`config.mk`:
```
export PLATFORM = sky130hd
export DESIGN_NAME = trace_top
export DESIGN_NICKNAME = d
export VERILOG_FILES = /design/src/hw/lsu_trace_pkg.sv /design/src/hw/core_trace_pkg.sv /design/src/hw/trace_top.sv /design/src/hw/retire_record.sv /design/src/hw/mem_capture.sv /design/src/hw/operand_capture.sv
export SDC_FILE = /design/constraint.sdc
export NUM_CORES = 1
export LEC_CHECK = 0
export ABC_AREA = 1
export BUFFER_PORTS_ARGS = -buffer_cell sky130_fd_sc_hd__buf_4
export CORE_AREA = 5 5 316 318
export CTS_BUF_LIST = sky130_fd_sc_hd__clkbuf_2 sky130_fd_sc_hd__clkbuf_4 sky130_fd_sc_hd__clkbuf_8
export DETAILED_ROUTE_END_ITERATION = 16
export DIE_AREA = 0 0 321 323
export PLACE_DENSITY_LB_ADDON = 0.08
export SYNTH_ARGS = -nofsm -noshare
export SYNTH_HDL_FRONTEND = slang
export SYNTH_SLANG_ARGS = --single-unit
```
`constraint.sdc`:
```
create_clock -name clk -period 1.5 [get_ports clk]
set_input_delay 0.075 -clock clk [delete_from_list [all_inputs] [get_ports clk]]
set_output_delay 0.075 -clock clk [all_outputs]
set_load 0.01 [all_outputs]
```
`src/hw/lsu_trace_pkg.sv`:
```
// Load/store side definitions for the retirement trace
// Access type codes, memory data and byte mask types, mask constants

package lsu_trace_pkg;

  //////////////////////////////
  // Widths
  //////////////////////////////

  // Wide enough to carry a capability
  localparam int unsigned MemDataWidth = 64;
  localparam int unsigned MemMaskWidth = MemDataWidth / 8;

  typedef logic [1:0]              data_type_t;
  typedef logic [MemDataWidth-1:0] mem_data_t;
  typedef logic [MemMaskWidth-1:0] mem_mask_t;

  //////////////////////////////
  // Access type codes
  //////////////////////////////

  localparam data_type_t TypeWord = 2'd0;
  localparam data_type_t TypeHalf = 2'd1;
  localparam data_type_t TypeByte = 2'd2;
  localparam data_type_t TypeCap  = 2'd3;

  //////////////////////////////
  // Byte masks per access type
  //////////////////////////////

  localparam mem_mask_t MaskWord = 8'b0000_1111;
  localparam mem_mask_t MaskHalf = 8'b0000_0011;
  localparam mem_mask_t MaskByte = 8'b0000_0001;
  localparam mem_mask_t MaskCap  = 8'b1111_1111;

endpackage

```
`src/hw/core_trace_pkg.sv`:
```
// Core-side widths for the retirement trace
// Register data, register index, instruction words and order counter

package core_trace_pkg;

  //////////////////////////////
  // Widths
  //////////////////////////////

  localparam int unsigned XlenWidth    = 32;
  localparam int unsigned RegAddrWidth = 5;
  localparam int unsigned InsnWidth    = 32;
  localparam int unsigned InsnCWidth   = 16;

  // Order counter width unless the top level overrides it
  localparam int unsigned OrderWidthDefault = 64;

  //////////////////////////////
  // Types
  //////////////////////////////

  // Register data and PC
  typedef logic [XlenWidth-1:0]    xlen_t;
  typedef logic [RegAddrWidth-1:0] reg_addr_t;

  // Full and compressed instruction
  typedef logic [InsnWidth-1:0]  insn_t;
  typedef logic [InsnCWidth-1:0] insn_c_t;

endpackage
```
`src/hw/trace_top.sv`:
```
// Top level of the retirement trace unit
// Connects operand capture, memory capture and the retire record

module trace_top #(
  parameter int unsigned OrderWidth = core_trace_pkg::OrderWidthDefault
) (
  input  logic                      clk,
  input  logic                      rst_ni,

  // Decode and retire strobes
  input  logic                      instr_new_i,
  input  logic                      instr_ret_i,

  // Register file
  input  core_trace_pkg::reg_addr_t rs1_addr_i,
  input  core_trace_pkg::reg_addr_t rs2_addr_i,
  input  core_trace_pkg::xlen_t     rs1_rdata_i,
  input  core_trace_pkg::xlen_t     rs2_rdata_i,
  input  core_trace_pkg::reg_addr_t rd_addr_i,
  input  core_trace_pkg::xlen_t     rd_wdata_i,
  input  logic                      rd_we_i,

  // Instruction in decode
  input  core_trace_pkg::insn_t     insn_rdata_i,
  input  core_trace_pkg::insn_c_t   insn_c_rdata_i,
  input  logic                      insn_compressed_i,
  input  core_trace_pkg::xlen_t     pc_i,

  // Load/store unit
  input  lsu_trace_pkg::data_type_t data_type_i,
  input  logic                      data_we_i,
  input  logic                      lsu_data_valid_i,
  input  logic                      lsu_addr_incr_i,
  input  core_trace_pkg::xlen_t     data_addr_i,
  input  lsu_trace_pkg::mem_data_t  data_rdata_i,
  input  lsu_trace_pkg::mem_data_t  data_wdata_i,

  // Trap and interrupt sources, sampled at retire
  input  logic                      load_err_i,
  input  logic                      store_err_i,
  input  logic                      cap_exc_i,
  input  logic                      illegal_insn_i,
  input  logic                      irq_ack_i,

  // Trace record
  output logic                      rvfi_valid_o,
  output logic [OrderWidth-1:0]     rvfi_order_o,
  output core_trace_pkg::insn_t     rvfi_insn_o,
  output core_trace_pkg::insn_t     rvfi_insn_uncompressed_o,
  output logic                      rvfi_trap_o,
  output logic                      rvfi_intr_o,
  output core_trace_pkg::reg_addr_t rvfi_rs1_addr_o,
  output core_trace_pkg::reg_addr_t rvfi_rs2_addr_o,
  output core_trace_pkg::xlen_t     rvfi_rs1_rdata_o,
  output core_trace_pkg::xlen_t     rvfi_rs2_rdata_o,
  output core_trace_pkg::reg_addr_t rvfi_rd_addr_o,
  output core_trace_pkg::xlen_t     rvfi_rd_wdata_o,
  output core_trace_pkg::xlen_t     rvfi_pc_rdata_o,
  output core_trace_pkg::xlen_t     rvfi_mem_addr_o,
  output lsu_trace_pkg::mem_data_t  rvfi_mem_rdata_o,
  output lsu_trace_pkg::mem_data_t  rvfi_mem_wdata_o,
  output lsu_trace_pkg::mem_mask_t  rvfi_mem_rmask_o,
  output lsu_trace_pkg::mem_mask_t  rvfi_mem_wmask_o
);

  import core_trace_pkg::*;
  import lsu_trace_pkg::*;

  logic      insn_open;

  // Held operand view
  reg_addr_t op_rs1_addr;
  reg_addr_t op_rs2_addr;
  reg_addr_t op_rd_addr;
  xlen_t     op_rs1_rdata;
  xlen_t     op_rs2_rdata;
  xlen_t     op_rd_wdata;

  // Held memory view
  xlen_t     mem_addr;
  mem_data_t mem_rdata;
  mem_data_t mem_wdata;
  mem_mask_t mem_mask;

  //////////////////////////////
  // Operand capture
  //////////////////////////////

  operand_capture u_operand_capture (
    .clk         (clk),
    .rst_ni      (rst_ni),
    .instr_new_i (instr_new_i),
    .instr_ret_i (instr_ret_i),
    .rs1_addr_i  (rs1_addr_i),
    .rs2_addr_i  (rs2_addr_i),
    .rs1_rdata_i (rs1_rdata_i),
    .rs2_rdata_i (rs2_rdata_i),
    .rd_addr_i   (rd_addr_i),
    .rd_wdata_i  (rd_wdata_i),
    .rd_we_i     (rd_we_i),
    .insn_open_o (insn_open),
    .rs1_addr_o  (op_rs1_addr),
    .rs2_addr_o  (op_rs2_addr),
    .rd_addr_o   (op_rd_addr),
    .rs1_rdata_o (op_rs1_rdata),
    .rs2_rdata_o (op_rs2_rdata),
    .rd_wdata_o  (op_rd_wdata)
  );

  //////////////////////////////
  // Memory capture
  //////////////////////////////

  mem_capture u_mem_capture (
    .clk              (clk),
    .rst_ni           (rst_ni),
    .insn_open_i      (insn_open),
    .lsu_data_valid_i (lsu_data_valid_i),
    .lsu_addr_incr_i  (lsu_addr_incr_i),
    .data_addr_i      (data_addr_i),
    .data_rdata_i     (data_rdata_i),
    .data_wdata_i     (data_wdata_i),
    .data_type_i      (data_type_i),
    .mem_addr_o       (mem_addr),
    .mem_rdata_o      (mem_rdata),
    .mem_wdata_o      (mem_wdata),
    .mem_mask_o       (mem_mask)
  );

  //////////////////////////////
  // Retire record
  //////////////////////////////

  retire_record #(
    .OrderWidth (OrderWidth)
  ) u_retire_record (
    .clk                      (clk),
    .rst_ni                   (rst_ni),
    .instr_ret_i              (instr_ret_i),
    .irq_ack_i                (irq_ack_i),
    .load_err_i               (load_err_i),
    .store_err_i              (store_err_i),
    .cap_exc_i                (cap_exc_i),
    .illegal_insn_i           (illegal_insn_i),
    .insn_compressed_i        (insn_compressed_i),
    .data_we_i                (data_we_i),
    .insn_rdata_i             (insn_rdata_i),
    .insn_c_rdata_i           (insn_c_rdata_i),
    .pc_i                     (pc_i),
    .rs1_addr_i               (op_rs1_addr),
    .rs2_addr_i               (op_rs2_addr),
    .rd_addr_i                (op_rd_addr),
    .rs1_rdata_i              (op_rs1_rdata),
    .rs2_rdata_i              (op_rs2_rdata),
    .rd_wdata_i               (op_rd_wdata),
    .mem_addr_i               (mem_addr),
    .mem_rdata_i              (mem_rdata),
    .mem_wdata_i              (mem_wdata),
    .mem_mask_i               (mem_mask),
    .rvfi_valid_o             (rvfi_valid_o),
    .rvfi_order_o             (rvfi_order_o),
    .rvfi_insn_o              (rvfi_insn_o),
    .rvfi_insn_uncompressed_o (rvfi_insn_uncompressed_o),
    .rvfi_trap_o              (rvfi_trap_o),
    .rvfi_intr_o              (rvfi_intr_o),
    .rvfi_rs1_addr_o          (rvfi_rs1_addr_o),
    .rvfi_rs2_addr_o          (rvfi_rs2_addr_o),
    .rvfi_rs1_rdata_o         (rvfi_rs1_rdata_o),
    .rvfi_rs2_rdata_o         (rvfi_rs2_rdata_o),
    .rvfi_rd_addr_o           (rvfi_rd_addr_o),
    .rvfi_rd_wdata_o          (rvfi_rd_wdata_o),
    .rvfi_pc_rdata_o          (rvfi_pc_rdata_o),
    .rvfi_mem_addr_o          (rvfi_mem_addr_o),
    .rvfi_mem_rdata_o         (rvfi_mem_rdata_o),
    .rvfi_mem_wdata_o         (rvfi_mem_wdata_o),
    .rvfi_mem_rmask_o         (rvfi_mem_rmask_o),
    .rvfi_mem_wmask_o         (rvfi_mem_wmask_o)
  );

endmodule

```
`src/hw/retire_record.sv`:
```
// Retire record for the retirement trace
// Registers one trace record per retired instruction and counts retirements

module retire_record #(
  parameter int unsigned OrderWidth = core_trace_pkg::OrderWidthDefault
) (
  input  logic                      clk,
  input  logic                      rst_ni,

  // Retire cycle control
  input  logic                      instr_ret_i,
  input  logic                      irq_ack_i,
  input  logic                      load_err_i,
  input  logic                      store_err_i,
  input  logic                      cap_exc_i,
  input  logic                      illegal_insn_i,
  input  logic                      insn_compressed_i,
  input  logic                      data_we_i,

  input  core_trace_pkg::insn_t     insn_rdata_i,
  input  core_trace_pkg::insn_c_t   insn_c_rdata_i,
  input  core_trace_pkg::xlen_t     pc_i,

  // From operand capture
  input  core_trace_pkg::reg_addr_t rs1_addr_i,
  input  core_trace_pkg::reg_addr_t rs2_addr_i,
  input  core_trace_pkg::reg_addr_t rd_addr_i,
  input  core_trace_pkg::xlen_t     rs1_rdata_i,
  input  core_trace_pkg::xlen_t     rs2_rdata_i,
  input  core_trace_pkg::xlen_t     rd_wdata_i,

  // From memory capture
  input  core_trace_pkg::xlen_t     mem_addr_i,
  input  lsu_trace_pkg::mem_data_t  mem_rdata_i,
  input  lsu_trace_pkg::mem_data_t  mem_wdata_i,
  input  lsu_trace_pkg::mem_mask_t  mem_mask_i,

  // Trace record
  output logic                      rvfi_valid_o,
  output logic [OrderWidth-1:0]     rvfi_order_o,
  output core_trace_pkg::insn_t     rvfi_insn_o,
  output core_trace_pkg::insn_t     rvfi_insn_uncompressed_o,
  output logic                      rvfi_trap_o,
  output logic                      rvfi_intr_o,
  output core_trace_pkg::reg_addr_t rvfi_rs1_addr_o,
  output core_trace_pkg::reg_addr_t rvfi_rs2_addr_o,
  output core_trace_pkg::xlen_t     rvfi_rs1_rdata_o,
  output core_trace_pkg::xlen_t     rvfi_rs2_rdata_o,
  output core_trace_pkg::reg_addr_t rvfi_rd_addr_o,
  output core_trace_pkg::xlen_t     rvfi_rd_wdata_o,
  output core_trace_pkg::xlen_t     rvfi_pc_rdata_o,
  output core_trace_pkg::xlen_t     rvfi_mem_addr_o,
  output lsu_trace_pkg::mem_data_t  rvfi_mem_rdata_o,
  output lsu_trace_pkg::mem_data_t  rvfi_mem_wdata_o,
  output lsu_trace_pkg::mem_mask_t  rvfi_mem_rmask_o,
  output lsu_trace_pkg::mem_mask_t  rvfi_mem_wmask_o
);

  import core_trace_pkg::*;
  import lsu_trace_pkg::*;

  insn_t     insn_view;
  logic      trap;
  mem_mask_t wmask;

  // Compressed instructions show the zero-extended half
  assign insn_view = insn_compressed_i ? insn_t'(insn_c_rdata_i) : insn_rdata_i;

  assign trap  = load_err_i | store_err_i | cap_exc_i | illegal_insn_i;
  // Loads never write
  assign wmask = data_we_i ? mem_mask_i : '0;

  //////////////////////////////
  // Record register
  //////////////////////////////

  always_ff @(posedge clk or negedge rst_ni) begin
    if (!rst_ni) begin
      rvfi_valid_o             <= 1'b0;
      rvfi_order_o             <= '0;
      rvfi_insn_o              <= '0;
      rvfi_insn_uncompressed_o <= '0;
      rvfi_trap_o              <= 1'b0;
      rvfi_intr_o              <= 1'b0;
      rvfi_rs1_addr_o          <= '0;
      rvfi_rs2_addr_o          <= '0;
      rvfi_rs1_rdata_o         <= '0;
      rvfi_rs2_rdata_o         <= '0;
      rvfi_rd_addr_o           <= '0;
      rvfi_rd_wdata_o          <= '0;
      rvfi_pc_rdata_o          <= '0;
      rvfi_mem_addr_o          <= '0;
      rvfi_mem_rdata_o         <= '0;
      rvfi_mem_wdata_o         <= '0;
      rvfi_mem_rmask_o         <= '0;
      rvfi_mem_wmask_o         <= '0;
    end else begin
      rvfi_valid_o             <= instr_ret_i;
      // Counts records already emitted
      rvfi_order_o             <= rvfi_order_o + OrderWidth'(rvfi_valid_o);
      rvfi_insn_o              <= insn_view;
      rvfi_insn_uncompressed_o <= insn_rdata_i;
      rvfi_trap_o              <= trap;
      rvfi_intr_o              <= irq_ack_i;
      rvfi_rs1_addr_o          <= rs1_addr_i;
      rvfi_rs2_addr_o          <= rs2_addr_i;
      rvfi_rs1_rdata_o         <= rs1_rdata_i;
      rvfi_rs2_rdata_o         <= rs2_rdata_i;
      rvfi_rd_addr_o           <= rd_addr_i;
      rvfi_rd_wdata_o          <= rd_wdata_i;
      rvfi_pc_rdata_o          <= pc_i;
      rvfi_mem_addr_o          <= mem_addr_i;
      rvfi_mem_rdata_o         <= mem_rdata_i;
      rvfi_mem_wdata_o         <= mem_wdata_i;
      rvfi_mem_rmask_o         <= mem_mask_i;
      rvfi_mem_wmask_o         <= wmask;
    end
  end

endmodule

```
`src/hw/mem_capture.sv`:
```
// Memory capture for the retirement trace
// Holds LSU address and data of the open instruction, derives the byte mask

module mem_capture (
  input  logic                      clk,
  input  logic                      rst_ni,

  input  logic                      insn_open_i,
  input  logic                      lsu_data_valid_i,
  input  logic                      lsu_addr_incr_i,
  input  core_trace_pkg::xlen_t     data_addr_i,
  input  lsu_trace_pkg::mem_data_t  data_rdata_i,
  input  lsu_trace_pkg::mem_data_t  data_wdata_i,
  input  lsu_trace_pkg::data_type_t data_type_i,

  output core_trace_pkg::xlen_t     mem_addr_o,
  output lsu_trace_pkg::mem_data_t  mem_rdata_o,
  output lsu_trace_pkg::mem_data_t  mem_wdata_o,
  output lsu_trace_pkg::mem_mask_t  mem_mask_o
);

  import core_trace_pkg::*;
  import lsu_trace_pkg::*;

  logic      capture;
  xlen_t     mem_addr_q;
  mem_data_t mem_rdata_q;
  mem_data_t mem_wdata_q;

  // LSU pulses outside an instruction are ignored
  assign capture = insn_open_i & lsu_data_valid_i;

  // Second half of a split access keeps the first address
  assign mem_addr_o  = (capture && !lsu_addr_incr_i) ? data_addr_i : mem_addr_q;
  assign mem_rdata_o = capture ? data_rdata_i : mem_rdata_q;
  assign mem_wdata_o = capture ? data_wdata_i : mem_wdata_q;

  always_ff @(posedge clk or negedge rst_ni) begin
    if (!rst_ni) begin
      mem_addr_q  <= '0;
      mem_rdata_q <= '0;
      mem_wdata_q <= '0;
    end else begin
      mem_addr_q  <= mem_addr_o;
      mem_rdata_q <= mem_rdata_o;
      mem_wdata_q <= mem_wdata_o;
    end
  end

  //////////////////////////////
  // Byte mask
  //////////////////////////////

  always_comb begin
    unique case (data_type_i)
      TypeWord: mem_mask_o = MaskWord;
      TypeHalf: mem_mask_o = MaskHalf;
      TypeByte: mem_mask_o = MaskByte;
      TypeCap:  mem_mask_o = MaskCap;
    endcase
  end

endmodule

```
`src/hw/operand_capture.sv`:
```
// Operand capture for the retirement trace
// Holds source operands from decode, destination write of the open instruction,
// and the open-instruction flag

module operand_capture (
  input  logic                      clk,
  input  logic                      rst_ni,

  input  logic                      instr_new_i,
  input  logic                      instr_ret_i,

  // Register file view
  input  core_trace_pkg::reg_addr_t rs1_addr_i,
  input  core_trace_pkg::reg_addr_t rs2_addr_i,
  input  core_trace_pkg::xlen_t     rs1_rdata_i,
  input  core_trace_pkg::xlen_t     rs2_rdata_i,
  input  core_trace_pkg::reg_addr_t rd_addr_i,
  input  core_trace_pkg::xlen_t     rd_wdata_i,
  input  logic                      rd_we_i,

  output logic                      insn_open_o,
  output core_trace_pkg::reg_addr_t rs1_addr_o,
  output core_trace_pkg::reg_addr_t rs2_addr_o,
  output core_trace_pkg::reg_addr_t rd_addr_o,
  output core_trace_pkg::xlen_t     rs1_rdata_o,
  output core_trace_pkg::xlen_t     rs2_rdata_o,
  output core_trace_pkg::xlen_t     rd_wdata_o
);

  import core_trace_pkg::*;

  logic      open_q;
  reg_addr_t rs1_addr_q;
  reg_addr_t rs2_addr_q;
  xlen_t     rs1_rdata_q;
  xlen_t     rs2_rdata_q;
  reg_addr_t rd_addr_q;
  xlen_t     rd_wdata_q;

  // Open from the decode cycle until retire has passed
  assign insn_open_o = instr_new_i | open_q;

  //////////////////////////////
  // Source operands
  //////////////////////////////

  // Only valid in the decode cycle, so take them there
  assign rs1_addr_o  = instr_new_i ? rs1_addr_i  : rs1_addr_q;
  assign rs2_addr_o  = instr_new_i ? rs2_addr_i  : rs2_addr_q;
  assign rs1_rdata_o = instr_new_i ? rs1_rdata_i : rs1_rdata_q;
  assign rs2_rdata_o = instr_new_i ? rs2_rdata_i : rs2_rdata_q;

  //////////////////////////////
  // Destination
  //////////////////////////////

  always_comb begin
    rd_addr_o  = rd_addr_q;
    rd_wdata_o = rd_wdata_q;
    if (insn_open_o) begin
      if (!rd_we_i) begin
        rd_addr_o  = '0;
        rd_wdata_o = '0;
      end else begin
        rd_addr_o  = rd_addr_i;
        // x0 always reads as zero
        rd_wdata_o = (rd_addr_i == '0) ? '0 : rd_wdata_i;
      end
    end
  end

  always_ff @(posedge clk or negedge rst_ni) begin
    if (!rst_ni) begin
      open_q      <= 1'b0;
      rs1_addr_q  <= '0;
      rs2_addr_q  <= '0;
      rs1_rdata_q <= '0;
      rs2_rdata_q <= '0;
      rd_addr_q   <= '0;
      rd_wdata_q  <= '0;
    end else begin
      open_q      <= insn_open_o & ~instr_ret_i;
      rs1_addr_q  <= rs1_addr_o;
      rs2_addr_q  <= rs2_addr_o;
      rs1_rdata_q <= rs1_rdata_o;
      rs2_rdata_q <= rs2_rdata_o;
      rd_addr_q   <= rd_addr_o;
      rd_wdata_q  <= rd_wdata_o;
    end
  end

endmodule

```
# == Word level (Yosys, flattened, before mapping) ==
# Index checks and enable logic that the tools add are counted.
# totals
reg_bits,451
output_inout_bits,450
word_cells,40
# op_classes
n_addsub,1
n_eq_ne,3
muxes,6
bitwise_logic,7
reduce_logical,4
# op_table
op,count
$mux 32,3
$add 64x1->64,1
$pmux 8 s4,1
$mux 8,1
$logic_not 5->1,1
$mux 5,1
$eq 2x2->1 const B,2
$or 1x1->1,4
$and 1x1->1,2
$eq 2x1->1 const B,1
$logic_not 2->1,1
$logic_and 1x1->1,1
$logic_not 1->1,1
$not 1->1,1

# == Longest topological paths before layout ==
# Gate-level depths: netlist (run 1).
# depth
depth_word,3
depth_mapped,11

# == Cells and area by module ==
# A second synthesis (run 1) with hierarchy kept.
# unflattened
hier_cells,2225
hier_area_um2,24827.6
# modules_own_cells
module,n_inst,cells_each,area_per_inst_um2
retire_record,1,969,13759.4
mem_capture,1,709,6508.7
operand_capture,1,547,4559.4

# == Least setup slack after synthesis (run 1) ==
# OpenSTA, ideal clock, no wires.
# synth_path
kind,flip-flop to flip-flop
start,register u_retire_record.rvfi_valid_o
end,register u_retire_record.rvfi_order_o[40]
setup_time_ns,0.120
arrival_ns,1.529
required_time_ns,1.380
slack_ns,-0.150
stages_incl_launch_ff,10
period_less_slack_ns,1.650
cell_sequence,dfrtp_1 -> ha_1 -> ha_1 -> nand2_1 -> nor2_4 -> nand2_4 -> nor2_4 -> nand2_1 -> o21ai_1 -> nand2_1
# synth_via
elab_chain_cells,1
# synth_lines
item,line_no,text
"start, declared",retire_record.sv:39,"output logic rvfi_valid_o,"
"start signal, assigned",retire_record.sv:98,rvfi_valid_o <= instr_ret_i;
$add 64x1->64,retire_record.sv:100,rvfi_order_o <= rvfi_order_o + OrderWidth'(rvfi_valid_o);
"end signal, assigned",retire_record.sv:100,
"end, declared",retire_record.sv:40,"output logic [OrderWidth-1:0] rvfi_order_o,"
# No other way between the ends.
# A chain may end at the register's enable or synchronous reset.

# == Worst setup path after layout (run 1) ==
# layout_path
start,register u_retire_record.rvfi_order_o[0]
end,register u_retire_record.rvfi_order_o[54]
# layout_via
elab_chain_cells,1
# layout_lines
item,line_no
$add 64x1->64,retire_record.sv:100
# No other way between the ends.

==> metrics.md, run 1 <==
| Metric | Value |
|---|---|
| Synth top cells by count | `658 x nand2_1, 443 x dfrtp_1, 132 x nor2_1` |
| Synth Area in Compound Gates | `2.67%` |
| Synthesis-stage register bit count | `443` |
| CTS tree | `built` |
| Worst min-delay path category | `in -> reg` |
| Failing checks | `negative setup slack` |
| Buffers & Inverters on Critical Path | `0` |
| Worst VDD drop | `680 uV` |
| Starting DRT DRC Count | `581` |
| Initial Utilization | `17.7%` |
| RSZ-0062 raised after global routing | `true` |
| Detailed-route DRC error count | `0` |
| Status | `finished with violations` |
| Slew HR | `35.5%` |
| Die Ht | `323 um` |
| Post-route cell area | `34300 um2` |
| Critical Path Sink Type | `register` |
| Gate count of the mapped netlist | `1691` |
| Vias | `17.5k` |
| Post-Synth XOR/XNOR Area | `1.65%` |
| Critical Path Source Type | `register` |
| Hold wc startpoint | `data_rdata_i[57]` |
| Clk network pwr share | `39.6%` |
| Die area | `104000 um2` |
| Fin. max-slew vios | `0` |
| Fin. Hold Viols | `0` |
| Gpl congestion | `0.809` |
| WS Path Type | `reg -> reg` |
| Setup TNS | `-4740 ps` |
| Htree depth | `3` |
| Vias per cell | `3.78` |
| Worst setup path end | `u_retire_record.rvfi_order_o[54]` |
| Worst flop-to-flop path startpoint | `u_retire_record.rvfi_order_o[0]` |
| Synth Warn # | `0` |
| CP Data Required Time | `2090 ps` |
| Yosys top cell area share | `65.2%` |
| Worst-skew pair later-pin latency | `700 ps` |
| Net Sw Power | `9.72 mW` |
| Dpl ws | `-249 ps` |
| Router iterations before antenna repair | `5` |
| Reg2reg end | `u_retire_record.rvfi_order_o[54]` |
| Pwr/cell area | `1010 nW/um2` |
| Clock transition at path regs | `60 ps` |
| Pin count of the biggest net entering global routing | `75` |
| Cell area after synthesis | `17000 um2` |
| Highest Clock Rate | `0.598 GHz` |
| Clk sink count | `443` |
| Synth area leaders | `dfrtp_1 65%, nand2_1 15%, mux2_2 6.0%` |
| Peak fanout along the critical path | `5` |
| Layout fillers | `9796` |
| Tmin final | `1670 ps` |
| Worst EP arrival | `2260 ps` |
| CP top delay family | `simple AND/OR/NAND/NOR gates` |
| Combinational share of power | `20.8%` |
| Leakage | `17.1 nW` |
| Simple-Gate Fraction of Synth Area | `19.5%` |
| Post-synth ARST share | `100%` |
| Total Wirelength | `84700 um` |
| CORE AREA | `96300 um2` |
| Final setup fails | `55` |
| Num CTS Buffers | `94` |
| Area leader, netlist | `dfrtp_1` |
| DRT antenna net count | `0` |
| Synth Area in Adders | `0.294%` |
| Mux contribution to synthesized area | `5.96%` |
| PortBufs | `816` |
| Syn Area/Cell | `10.1 um2` |
| Area grow syn2layout | `101%` |
| MaxCap Viol Count | `0` |
| Num rows | `114` |
| Tot Pwr | `34.7 mW` |
| Routed length per instance | `18.3 um` |
| Antenna violations before repair | `13` |
| Netlist cell types | `27` |
| Grt ovf | `0` |
| I/O pin count | `817` |
| Clock Skew | `20.7 ps` |
| Placed cell areas | `26100 um2` |
| Layout cells sized above 1 | `44.1%` |
| Top FF cell, synth | `dfrtp_1` |
| EDFF count, synth | `0` |
| Die X | `321 um` |
| Seq pwr share | `39.6%` |
| Worst slew pin tran | `964 ps` |
| Sw frac | `28.0%` |
| Crit. path cell count | `9` |
| Root buf cell | `clkbuf_8` |
| Cell with the most instances after synthesis | `nand2_1` |
| First-pass GRT wire length | `123000 um` |
| Largest family of logic cells by synthesized area | `simple AND/OR/NAND/NOR gates` |
| Vias in the first global route | `19.2k` |
| Clk buf depth | `3` |
| Nets | `3635` |
| Max incr delay on CP | `390 ps` |
| Global Route Usage Sum | `15.7%` |
| Final worst slack | `-171 ps` |
| Worst path slowest cell | `dfrtp_1` |
| DP HPWL | `63600 um` |
| Syn nets | `2062` |
| Fin crit share | `111%` |
| Critical Path Start | `u_retire_record.rvfi_order_o[0]` |
| Int Power | `25.0 mW` |
| Post-synthesis sequential area ratio | `65.2%` |
| Crit-path cells | `ha_4 > ha_4 > nand2_4 > nor2_4 > nand2_2 > nor2_4 > nand2_2 > o21ai_1 > nand2_1` |
| R2r setup slk | `-170 ps` |
| Reg2Reg Depth | `9` |
==> placed cells by master, fill, tap and decap left out, types with 30 or more instances in the layout <==
cell type      count
mux2_2            90
buf_4            935
dlygate4sd3_1    447
o21ai_0           37
nor2_1           102
nand2_1          645
clkbuf_8         120
buf_6            126
o21ai_1           37
clkbuf_4          30
inv_1            128
dfrtp_1          416
==> cells by family (layout without fill, tap and decap cells) <==
family | after synthesis | in the layout
simple gates | 838 | 838
mux | 90 | 90
other cells | 1 | 9
xor+xnor | 32 | 32
flops | 443 | 443
compound gates | 90 | 90
buf+inv | 193 | 1838
fa+ha+maj | 4 | 4
==> how the worst min path moves through the flow <==
| stage | to | cells after the start |
|---|---|---|
| finish | u_retire_record.rvfi_mem_rdata_o[57] | 4 |
| global route | u_retire_record.rvfi_rs1_rdata_o[1] | 3 |
| CTS | u_retire_record.rvfi_mem_rdata_o[4] | 4 |
| detailed placement | u_retire_record.rvfi_rd_wdata_o[30] | 1 |
| global placement | u_retire_record.rvfi_rd_wdata_o[28] | 1 |
| floorplan | u_operand_capture.open_q | 0 |
==> power groups by stage <==
stage	clock, mW	sequential [mW]	combinational, mW
6_report	13.7	13.7	7.24
5_1_grt	15.0	13.9	7.85
4_1_cts	14.5	13.7	7.35
3_5_place_dp	0	13.9	5.95
3_3_place_gp	0	13.9	5.93
2_1_floorplan	0	14.4	1.27
==> metal layers <==
layer | GRT usage, % | vias up | wire length (um)
met5 | 0 | - | 62
met1 | 17.8 | 8273 | 32800
li1 | - | 8390 | -
met2 | 27.2 | 633 | 41600
met4 | 6.70 | 10 | 3370
met3 | 5.36 | 148 | 6880
==> per-stage QoR <==
| step | hold slack (ps) | cells | utilization [%] |
|---|---|---|---|
| 3_3_place_gp | -14.6 | 3909 | 27.1 |
| 5_1_grt | 52.7 | 4618 | 35.6 |
| 3_5_place_dp | -18.0 | 3909 | 27.1 |
| 6_report | 115 | 4620 | 35.6 |
| 4_1_cts | 0.287 | 4597 | 35.2 |
| 2_1_floorplan | -221 | 1691 | - |
==> worst reg2reg max path, stage by stage (launching register included) <==
cell     delay [ps]
dfrtp_1         390
ha_4            160
ha_4            140
nand2_4          50
nor2_4          150
nand2_2         110
nor2_4          230
nand2_2         120
o21ai_1         130
nand2_1          70
==> registers in the layout, indices dropped and copies added, names as in the netlist, 4 cells and up <==
register and flops:
u_retire_record.rvfi_insn_uncompressed_o 32, u_retire_record.rvfi_mem_wdata_o 64, u_retire_record.rvfi_pc_rdata_o 32, u_retire_record.rvfi_order_o 64, u_retire_record.rvfi_rs1_rdata_o 32, u_retire_record.rvfi_rs2_addr_o 5
u_retire_record.rvfi_mem_rdata_o 64, u_retire_record.rvfi_mem_wmask_o 4, u_retire_record.rvfi_rd_wdata_o 32, u_retire_record.rvfi_rs1_addr_o 5, u_retire_record.rvfi_insn_o 32, u_retire_record.rvfi_rd_addr_o 5
u_retire_record.rvfi_mem_addr_o 32, u_retire_record.rvfi_rs2_rdata_o 32, u_retire_record.rvfi_mem_rmask_o 4
==> cell type report <==
cell class | instances | area (um2) | area share, %
repair buffers | 1538 | 13500 | 39.5
well taps | 1276 | 1600 | 4.66
inverters | 132 | 505 | 1.48
clock inverters | 18 | 120 | 0.351
flip-flops and latches | 443 | 11100 | 32.5
multi-input cells | 1055 | 5490 | 16.0
diodes | 8 | 20.0 | 0.0584
clock buffers | 150 | 1880 | 5.48
==> repair_timing <==
item | in CTS | in global routing
pin swaps | 41 | 20
endpoints found under the hold margin | 821 | 0
resized for setup | 195 | 64
setup endpoints to repair | 226 | 298
setup buffers | 78 | 24
gates cloned | 2 | 1
hold buffers | 448 | 0
Note: power is estimated with default switching activity, not from simulation.
==> run 2, diff against run 1 <==
Settings changed: CELL_PAD_IN_SITES_DETAIL_PLACEMENT from default to 1, CELL_PAD_IN_SITES_GLOBAL_PLACEMENT from default to 2, CORE_AREA 5 5 316 318 to 5 5 318 320, DIE_AREA 0 0 321 323 to 0 0 323 325.
==> metrics.md, run 2 (same netlist as run 1, synthesis figures left out) <==
| Metric | Value |
|---|---|
| Status | `finished with violations` |
| Failing checks | `negative setup slack` |
| Combinational share of power | `20.4%` |
| Layout fillers | `11.2k` |
| Most frequent cells in the layout | `934 x buf_4, 632 x nand2_1, 449 x dlygate4sd3_1` |
| R2r setup slk | `-160 ps` |
| Vias per cell | `3.84` |
| Peak fanout along the critical path | `4` |
| Detailed-route DRC error count | `0` |
| Worst VDD drop | `577 uV` |
| Fin. max-slew vios | `0` |
| Critical Path Source Type | `register` |
| Worst slew pin tran | `555 ps` |
| DP HPWL | `71800 um` |
| Area grow syn2layout | `104%` |
| Total Wirelength | `92800 um` |
| DRT antenna net count | `0` |
| Highest Clock Rate | `0.603 GHz` |
| Worst flop-to-flop path startpoint | `u_retire_record.rvfi_order_o[0]` |
| Fin cells | `4649` |
| MaxCap Viol Count | `0` |
| Fin. Hold Viols | `0` |
| Tot Pwr | `35.6 mW` |
| Num rows | `115` |
| Hold depth | `2` |
| Clk sink count | `443` |
| Antenna violations before repair | `14` |
| Worst EP arrival | `2240 ps` |
| Router iterations before antenna repair | `4` |
| I/O pin count | `817` |
| Starting DRT DRC Count | `463` |
| Dpl cells | `3941` |
| Clock transition at path regs | `60 ps` |
| CP Data Required Time | `2080 ps` |
| PortBufs | `816` |
| Vias in the first global route | `20.7k` |
| Pin count of the biggest net entering global routing | `75` |
| Final setup fails | `49` |
| Fin util | `35.5%` |
| Vias | `17.9k` |
| Global Route Usage Sum | `17.2%` |
| Layout cells sized above 1 | `45.5%` |
| Num CTS Buffers | `92` |
| Worst min-delay path category | `in -> reg` |
| Die X | `323 um` |
| Biggest registers after layout | `u_retire_record.rvfi_mem_rdata_o (64), u_retire_record.rvfi_mem_wdata_o (64), u_retire_record.rvfi_order_o (64)` |
| Critical Path Sink Type | `register` |
| Htree depth | `3` |
| RSZ-0062 raised after global routing | `true` |
| Net Sw Power | `10.0 mW` |
| Fin Hold WS | `88.7 ps` |
| Hold path endpoint | `u_retire_record.rvfi_mem_wmask_o[0]` |
| Seq pwr share | `38.8%` |
| Root buf cell | `clkbuf_8` |
| Hold wc startpoint | `data_we_i` |
| Die area | `105000 um2` |
| Clk network pwr share | `40.8%` |
| Worst-skew pair later-pin latency | `720 ps` |
| Routed length per instance | `20.0 um` |
| Nets | `3653` |
| Die Ht | `325 um` |
| Commonest non-fill, non-tap cell in the layout | `buf_4` |
| Pwr/cell area | `1030 nW/um2` |
| Initial Utilization | `17.4%` |
| CTS tree | `built` |
| Fin crit share | `111%` |
| First-pass GRT wire length | `135000 um` |
| Gpl congestion | `0.774` |
| Int Power | `25.6 mW` |
| Clk buf depth | `3` |
| Slew HR | `63.0%` |
| WS Path Type | `reg -> reg` |
| Grt ovf | `0` |
| Clock Skew | `34.5 ps` |
| Reg2Reg Depth | `10` |
| Final worst slack | `-158 ps` |
| Reg2reg end | `u_retire_record.rvfi_order_o[46]` |
| Leakage | `17.3 nW` |
| Tmin final | `1660 ps` |
| CORE AREA | `97800 um2` |
| Setup TNS | `-4430 ps` |
| Sw frac | `28.1%` |
run 2: worst max-delay path by stage:
stage	slack, ps	startpoint	to
3_3_place_gp	-260	u_retire_record.rvfi_order_o[0]	u_retire_record.rvfi_order_o[62]
4_1_cts	-240	u_retire_record.rvfi_valid_o	u_retire_record.rvfi_order_o[46]
5_1_grt	-270	u_retire_record.rvfi_valid_o	u_retire_record.rvfi_order_o[18]
6_report	-160	u_retire_record.rvfi_order_o[0]	u_retire_record.rvfi_order_o[46]
2_1_floorplan	-100	u_retire_record.rvfi_order_o[0]	u_retire_record.rvfi_order_o[56]
3_5_place_dp	-290	u_retire_record.rvfi_order_o[22]	u_retire_record.rvfi_order_o[37]
run 2: layout make-up:
class | count | area [um2] | share of cell area (%)
tap | 1287 | 1610 | 4.64
sequential | 443 | 11100 | 32.0
inverter | 132 | 500 | 1.44
timing repair buffer | 1558 | 13800 | 39.7
multi-input combinational | 1055 | 5590 | 16.1
antenna | 10 | 25.0 | 0.0721
clock buffer | 146 | 1870 | 5.39
clock inverter | 18 | 205 | 0.591
run 2: repair_timing:
item                                    CTS  global route
buffers inserted                         71            30
endpoints found under the setup margin  120           141
hold buffers                            450             0
endpoints found under the hold margin   821             0
pin swaps                                47            34
gates resized for setup                 228            85
run 2: critical path, stage by stage, from the launching register on:
cell and delay [ps]:
dfrtp_1 400, ha_4 160, ha_4 140, nand2_4 50, nor2_4 150, nand2_2 100, nor2_4 210, buf_6 140
nand3_2 70, nand2_1 70, nand2_1 50
run 2: power groups by stage:
stage / sequential [mW] / combinational, mW / clock, mW
global placement: 13.9 / 6.09 / 0
CTS: 13.8 / 7.40 / 15.2
finish: 13.8 / 7.25 / 14.5
global route: 13.9 / 7.82 / 15.8
detailed placement: 14.0 / 6.14 / 0
floorplan: 14.4 / 1.27 / 0
run 2: metrics by stage:
stage                     worst slack (ps)  cell area [um2]
after floorplan                       -102            17000
after global placement                -256            26400
after detailed placement              -294            26400
after CTS                             -241            34300
after global routing                  -274            34700
final                                 -158            34700
run 2: routing by layer:
metal  global-route usage [%]  vias up  share of wire, %
met1                     17.5     8782                35
met2                     32.6      529                54
met4                     5.99        4               3.7
met3                     5.79      152               7.2
met5                        0        -             0.023
li1                         -     8399                 -
